### config.mk
export PLATFORM = sky130hd
export DESIGN_NAME = mult_block_top
export DESIGN_NICKNAME = d
export VERILOG_FILES = /design/src/hw/mult_pkg.sv /design/src/hw/mult_block_top.sv /design/src/hw/block_ctrl.sv /design/src/hw/product_ram.sv /design/src/hw/mult_pipe.sv
export SDC_FILE = /design/constraint.sdc
export NUM_CORES = 2
export LEC_CHECK = 0
export BUFFER_PORTS_ARGS = -buffer_cell sky130_fd_sc_hd__buf_2
export CORE_ASPECT_RATIO = 0.8
export CORE_MARGIN = 2
export CORE_UTILIZATION = 39
export DETAILED_ROUTE_END_ITERATION = 12
export GPL_ROUTABILITY_DRIVEN = 0
export PLACE_DENSITY_LB_ADDON = 0.05
export SLEW_MARGIN = 20
export SYNTH_ARGS = -nofsm -noshare
export SYNTH_HDL_FRONTEND = slang
export SYNTH_SLANG_ARGS = --single-unit
### constraint.sdc
create_clock -name clk -period 12.5 [get_ports clk]
set_input_delay 1.25 -clock clk [delete_from_list [all_inputs] [get_ports clk]]
set_output_delay 1.25 -clock clk [all_outputs]
set_load 0.01 [all_outputs]
### src/hw/mult_pkg.sv
`default_nettype none

package mult_pkg;

    // operand width is fixed by the source interface
    localparam int OPERAND_W = 16;

    // full unsigned product, no truncation
    localparam int PRODUCT_W = 2 * OPERAND_W;

    // controller state encoding width, shared with waveform decode
    localparam int STATE_W = 2;

    // one unsigned operand
    typedef logic [OPERAND_W-1:0] operand_t;

    // one unsigned product as stored in the block
    typedef logic [PRODUCT_W-1:0] product_t;

    // operand pair offered by the source in one beat
    typedef struct packed {
        operand_t a;
        operand_t b;
    } operand_pair_t;

    // block controller states
    typedef enum logic [STATE_W-1:0] {
        IDLE  = 2'd0,
        WRITE = 2'd1,
        FULL  = 2'd2,
        READ  = 2'd3
    } ctrl_state_t;

endpackage

`default_nettype wire
### src/hw/mult_block_top.sv
`timescale 1ns/10ps
`default_nettype none

module mult_block_top #(
    parameter int LOG_DEPTH = 6
) (
    input  wire logic                    clk,
    input  wire logic                    rst,
    input  wire logic                    en_mult,
    input  wire mult_pkg::operand_pair_t operands,
    output logic                         rdy_mult,
    input  wire logic                    block_read,
    output logic                         block_full,
    output logic                         mem_valid,
    output mult_pkg::product_t           mem_data
);

    // pipe to controller and ram
    logic               accept;
    logic               res_valid;
    mult_pkg::product_t res_product;

    // controller to ram
    logic                 wr_en;
    logic [LOG_DEPTH-1:0] wr_addr;
    logic                 rd_en;
    logic [LOG_DEPTH-1:0] rd_addr;

    mult_pipe u_pipe (
        .clk         (clk),
        .rst         (rst),
        .in_valid    (accept),
        .in_pair     (operands),
        .res_valid   (res_valid),
        .res_product (res_product)
    );

    block_ctrl #(
        .LOG_DEPTH (LOG_DEPTH)
    ) u_ctrl (
        .clk        (clk),
        .rst        (rst),
        .en_mult    (en_mult),
        .rdy_mult   (rdy_mult),
        .accept     (accept),
        .res_valid  (res_valid),
        .block_read (block_read),
        .block_full (block_full),
        .wr_en      (wr_en),
        .wr_addr    (wr_addr),
        .rd_en      (rd_en),
        .rd_addr    (rd_addr)
    );

    // readout strobe and data come straight off the ram
    product_ram #(
        .LOG_DEPTH (LOG_DEPTH)
    ) u_ram (
        .clk      (clk),
        .rst      (rst),
        .wr_en    (wr_en),
        .wr_addr  (wr_addr),
        .wr_data  (res_product),
        .rd_en    (rd_en),
        .rd_addr  (rd_addr),
        .rd_valid (mem_valid),
        .rd_data  (mem_data)
    );

endmodule

`default_nettype wire

### src/hw/block_ctrl.sv
`timescale 1ns/10ps
`default_nettype none

module block_ctrl #(
    parameter int LOG_DEPTH = 6
) (
    input  wire logic                 clk,
    input  wire logic                 rst,

    // operand side
    input  wire logic                 en_mult,
    output logic                      rdy_mult,
    output logic                      accept,

    // product from the pipe
    input  wire logic                 res_valid,

    // readout request and status
    input  wire logic                 block_read,
    output logic                      block_full,

    // ram write port control
    output logic                      wr_en,
    output logic [LOG_DEPTH-1:0]      wr_addr,

    // ram read port control
    output logic                      rd_en,
    output logic [LOG_DEPTH-1:0]      rd_addr
);

    mult_pkg::ctrl_state_t state_q;
    mult_pkg::ctrl_state_t state_d;

    // one extra bit, msb set means the block is spoken for
    logic [LOG_DEPTH:0]   accept_cnt;

    // next write address, moves with each product
    logic [LOG_DEPTH-1:0] wr_ptr;

    // next read address during readout
    logic [LOG_DEPTH-1:0] rd_ptr;

    logic last_write;
    logic last_read;
    logic readout_done;

    // block boundaries
    assign last_write   = res_valid && (wr_ptr == '1);
    assign last_read    = (state_q == mult_pkg::READ) && (rd_ptr == '1);
    assign readout_done = last_read;

    // take operands only while filling and room is left
    // counts accepts, not writes, so in-flight products are covered
    assign rdy_mult = ((state_q == mult_pkg::IDLE) || (state_q == mult_pkg::WRITE))
                      && !accept_cnt[LOG_DEPTH];
    assign accept   = en_mult && rdy_mult;

    // products go straight into the ram
    assign wr_en   = res_valid;
    assign wr_addr = wr_ptr;

    // readout strobes
    assign rd_en   = (state_q == mult_pkg::READ);
    assign rd_addr = rd_ptr;

    assign block_full = (state_q == mult_pkg::FULL);

    // next state
    always_comb begin
        state_d = state_q;
        unique case (state_q)
            mult_pkg::IDLE: begin
                // first accepted pair starts the block
                if (accept) begin
                    state_d = mult_pkg::WRITE;
                end
            end
            mult_pkg::WRITE: begin
                // last address written
                if (last_write) begin
                    state_d = mult_pkg::FULL;
                end
            end
            mult_pkg::FULL: begin
                if (block_read) begin
                    state_d = mult_pkg::READ;
                end
            end
            mult_pkg::READ: begin
                if (last_read) begin
                    state_d = mult_pkg::IDLE;
                end
            end
            default: state_d = mult_pkg::IDLE;
        endcase
    end

    always_ff @(posedge clk) begin
        if (rst) begin
            state_q <= mult_pkg::IDLE;
        end else begin
            state_q <= state_d;
        end
    end

    // counters, all cleared when a readout finishes
    always_ff @(posedge clk) begin
        if (rst || readout_done) begin
            accept_cnt <= '0;
            wr_ptr     <= '0;
            rd_ptr     <= '0;
        end else begin
            if (accept) begin
                accept_cnt <= accept_cnt + 1'b1;
            end
            if (res_valid) begin
                wr_ptr <= wr_ptr + 1'b1;
            end
            if (rd_en) begin
                rd_ptr <= rd_ptr + 1'b1;
            end
        end
    end

    // closed block holds exactly one full count, no operand taken after it
    a_closed_count: assert property (@(posedge clk) disable iff (rst)
        (state_q inside {mult_pkg::FULL, mult_pkg::READ})
        |-> (accept_cnt[LOG_DEPTH] && (accept_cnt[LOG_DEPTH-1:0] == '0)));

    // pipe must be drained before full, nothing lands late
    a_no_late_product: assert property (@(posedge clk) disable iff (rst)
        (state_q inside {mult_pkg::FULL, mult_pkg::READ}) |-> !res_valid);

endmodule

`default_nettype wire

### src/hw/product_ram.sv
`timescale 1ns/10ps
`default_nettype none

module product_ram #(
    parameter int LOG_DEPTH = 6
) (
    input  wire logic                 clk,
    input  wire logic                 rst,
    input  wire logic                 wr_en,
    input  wire logic [LOG_DEPTH-1:0] wr_addr,
    input  wire mult_pkg::product_t   wr_data,
    input  wire logic                 rd_en,
    input  wire logic [LOG_DEPTH-1:0] rd_addr,
    output logic                      rd_valid,
    output mult_pkg::product_t        rd_data
);

    // one word per block entry
    mult_pkg::product_t mem [2**LOG_DEPTH];

    // write port
    always_ff @(posedge clk) begin
        if (wr_en) begin
            mem[wr_addr] <= wr_data;
        end
    end

    // read port, data one cycle after rd_en
    always_ff @(posedge clk) begin
        if (rd_en) begin
            rd_data <= mem[rd_addr];
        end
    end

    // strobe follows the read request
    always_ff @(posedge clk) begin
        if (rst) begin
            rd_valid <= 1'b0;
        end else begin
            rd_valid <= rd_en;
        end
    end

    // controller never overlaps fill and readout
    a_no_rw_overlap: assert property (@(posedge clk) disable iff (rst) !(wr_en && rd_en));

endmodule

`default_nettype wire

### src/hw/mult_pipe.sv
`timescale 1ns/10ps
`default_nettype none

module mult_pipe (
    input  wire logic                    clk,
    input  wire logic                    rst,
    input  wire logic                    in_valid,
    input  wire mult_pkg::operand_pair_t in_pair,
    output logic                         res_valid,
    output mult_pkg::product_t           res_product
);

    // stage 1 operand registers
    mult_pkg::operand_t a_q;
    mult_pkg::operand_t b_q;
    logic               valid_q;

    // valid bits shift alongside the data
    always_ff @(posedge clk) begin
        if (rst) begin
            valid_q   <= 1'b0;
            res_valid <= 1'b0;
        end else begin
            valid_q   <= in_valid;
            res_valid <= valid_q;
        end
    end

    // payload path, loads every cycle
    always_ff @(posedge clk) begin
        a_q <= in_pair.a;
        b_q <= in_pair.b;
        // widen before multiply so the upper half is kept
        res_product <= mult_pkg::product_t'(a_q) * mult_pkg::product_t'(b_q);
    end

endmodule

`default_nettype wire

==> flow_summary.json <==
{
  "r2r_cells": 17,
  "die_h_um": 434,
  "fin_setup_tns_ns": 0,
  "synthFlopType": "edfxtp_1",
  "holdPathEnd": "u_ctrl.accept_cnt[1]$_SDFFE_PP0P_",
  "pin_count": 71,
  "path_buf_inv": 3,
  "layout_common_cells": "edfxtp_1 (2080), mux4_2 (586), clkbuf_16 (232), inv_1 (228), fa_1 (194)",
  "worst_path_most_repeated_cell": "fa_1",
  "tritoncts": "built",
  "required_ns": 13.21,
  "final_core_util": 0.443,
  "critPathMaxFanout": 16,
  "cts_resized": 0,
  "cp_cell_sequence": "nand2_1 > fa_1 > fa_1 > inv_1 > fa_1 > fa_1 > fa_1 > inv_1 > fa_1 > inv_1 > ha_1 > nand2_1 > o31ai_1 > nand2_1 > o21ai_0 > a21oi_1 > xnor2_1",
  "clk_latency_ns": 0.89,
  "drt-pass1-iter-count": 5,
  "yosys_warnings": 0,
  "routed_wl_um": 248000,
  "crit_arrival_ns": 6.84,
  "synthesis.nets": 4752,
  "ant_nets": 0,
  "hold_buffers": 0,
  "rr_endpoint": "u_pipe.res_product[28]$_DFF_P_",
  "synth_area_um2": 90000,
  "first_global_vias": 45000,
  "whs_path_depth": 2,
  "drt_iter0_markers": 4327,
  "place.port_buffers": 70,
  "critPathSlowestCell": "dfxtp_1",
  "row_count": 157,
  "r2r_start": "u_pipe.a_q[14]$_DFF_P_",
  "cts.root.buffer_cell": "clkbuf_16",
  "overflow": 0,
  "worst_pin_slew_ns": 1.28,
  "track_usage": 0.213,
  "synth_edf_count": 2080,
  "drive_above_1_share": 0.247,
  "hp-class": "reg2reg",
  "clkTransAtPathRegs_ns": 0.06,
  "final_common_cell": "edfxtp_1",
  "ys_ff_latch": 2168,
  "async_flop_share": 0,
  "cts-buffers-inserted": 227,
  "fp.dieArea_um2": 235000,
  "cts_setup_buffers": 0,
  "drc": 0,
  "ys_types": 54,
  "rsz0062_at_grt": "no",
  "via_per_inst": 5.53,
  "powerDensity_nw_per_um2": 203,
  "drv_cap": 0,
  "endpoint_kind": "register",
  "pre_cts_ws_ns": 6.33,
  "seq_area_frac_synth": 0.714,
  "die_w_um": 541,
  "post_drt_wl_per_cell_um": 31.8,
  "initial_core_util": 0.393,
  "finalHoldViolations": 0,
  "clock.fmax_ghz": 0.163,
  "relSlewSlack": 0.141,
  "ir_worst_vdd_uv": 232,
  "p_leak_nw": 32.1,
  "min_period_ns": 6.12,
  "htreeDepth": 4,
  "grt_max_degree": 129,
  "num-nets-final": 4950,
  "antenna_found_initial": 6,
  "cp_slowest_stage_delay_ns": 0.77,
  "syn_area_per_cell_um2": 20.4,
  "status": "complete, no violations",
  "syn_inst": 4411,
  "cp_top_family": "adder cells",
  "core-area_um2": 229000,
  "synthToLayoutAreaGrowth_pct": 12.8,
  "fin_ws_ns": 6.38,
  "path_class": "reg2reg",
  "cts_sinks": 2168,
  "clock_path_buffers": 4,
  "routed-via-count": 43200,
  "period_share": 0.490,
  "worst-r2r-setup-slack_ns": 6.38,
  "grt_pass1_wl_um": 351000,
  "start_kind": "register",
  "slew_violations": 0,
  "finClkSkew_ns": 0.0717,
  "hold_path.startpoint": "u_ctrl.accept_cnt[1]$_SDFFE_PP0P_",
  "finalSetupViolations": 0,
  "hpwl_um": 131000,
  "whs_ns": 0.476
}
## flip-flops by register name, indices dropped and copies added (netlist names), 2 cells and up
| signal | cells |
|---|---|
| u_ram.rd_data | 32 |
| u_ctrl.wr_addr | 6 |
| u_ctrl.state_q | 2 |
| u_pipe.b_q | 16 |
| u_ram.mem | 2048 |
| u_pipe.res_product | 32 |
| u_pipe.a_q | 16 |
| u_ctrl.rd_addr | 6 |
| u_ctrl.accept_cnt | 7 |
## worst max path at each step
stage | start | slack [ns] | to | cells past startpoint
global placement | u_pipe.a_q[14]$_DFF_P_ | 6.39 | u_pipe.res_product[28]$_DFF_P_ | 17
global route | u_pipe.b_q[7]$_DFF_P_ | 6.07 | u_pipe.res_product[28]$_DFF_P_ | 19
detailed placement | u_pipe.a_q[14]$_DFF_P_ | 6.33 | u_pipe.res_product[28]$_DFF_P_ | 17
CTS | u_pipe.a_q[14]$_DFF_P_ | 6.33 | u_pipe.res_product[28]$_DFF_P_ | 17
finish | u_pipe.a_q[14]$_DFF_P_ | 6.38 | u_pipe.res_product[28]$_DFF_P_ | 17
floorplan | u_pipe.b_q[1]$_DFF_P_ | 6.98 | u_pipe.res_product[20]$_DFF_P_ | 19
## routing by layer
metal,vias up,track usage,part of all wire
li1,18000,-,-
met1,23700,0.325,0.47
met2,1218,0.324,0.45
met3,270,0.0274,0.055
met4,0,0.0513,0.023
met5,-,0,0
## worst min-delay path: stages (launching register included)
cell and delay (ns):
dfxtp_1 0.32, nand2_1 0.06, a21oi_1 0.05
## kinds of logic after synthesis
family          after synthesis  share of synthesized area
compound gates              199                     0.0160
mux                         671                      0.156
fa+ha+maj                   305                     0.0586
simple gates                576                     0.0302
xor+xnor                     39                    0.00380
flops                      2168                      0.714
buf+inv                     453                     0.0217
## where the power goes
part | switching, W | internal [W] | total, W
clock network | 0.00276 | 0.00369 | 0.00646
logic | 0.00334 | 0.00163 | 0.00496
registers | 0.000189 | 0.00900 | 0.00919
total | 0.00629 | 0.0143 | 0.0206
## per-stage QoR
stage	std cells	total power, W	instance area (µm²)
after floorplan	4411	0.0125	90000
after global placement	7401	0.0143	94600
after detailed placement	7401	0.0143	94600
after CTS	7795	0.0208	102000
after global routing	7795	0.0216	102000
final	7803	0.0206	102000
## synthesized netlist by cell type, types with 19 or more instances
cell | count | area share
o21ai_0 | 23 | 0.0013
nor3_1 | 38 | 0.0021
buf_1 | 29 | 0.0012
clkbuf_1 | 112 | 0.0047
ha_1 | 111 | 0.015
o22ai_1 | 19 | 0.0013
nor2b_1 | 22 | 0.0015
inv_1 | 229 | 0.0096
xor2_1 | 19 | 0.0018
nor2_1 | 146 | 0.0061
buf_2 | 49 | 0.0027
nand2_1 | 192 | 0.0080
edfxtp_1 | 2080 | 0.69
a211oi_1 | 25 | 0.0021
a21oi_1 | 37 | 0.0021
and2_1 | 123 | 0.0086
fa_1 | 194 | 0.043
mux2i_1 | 85 | 0.0095
a221o_1 | 29 | 0.0032
dfxtp_1 | 88 | 0.020
xnor2_1 | 20 | 0.0019
mux4_2 | 586 | 0.15
## area by class of cell
class | count | area, µm²
inverter | 229 | 860
timing repair buffer | 193 | 1370
fill | 19600 | 128000
tap | 3021 | 3780
clock buffer | 302 | 6130
sequential | 2168 | 64300
clock inverter | 92 | 787
multi-input combinational | 1790 | 24300
antenna | 8 | 20.0
No activity file was read; power rests on OpenSTA's default activity.
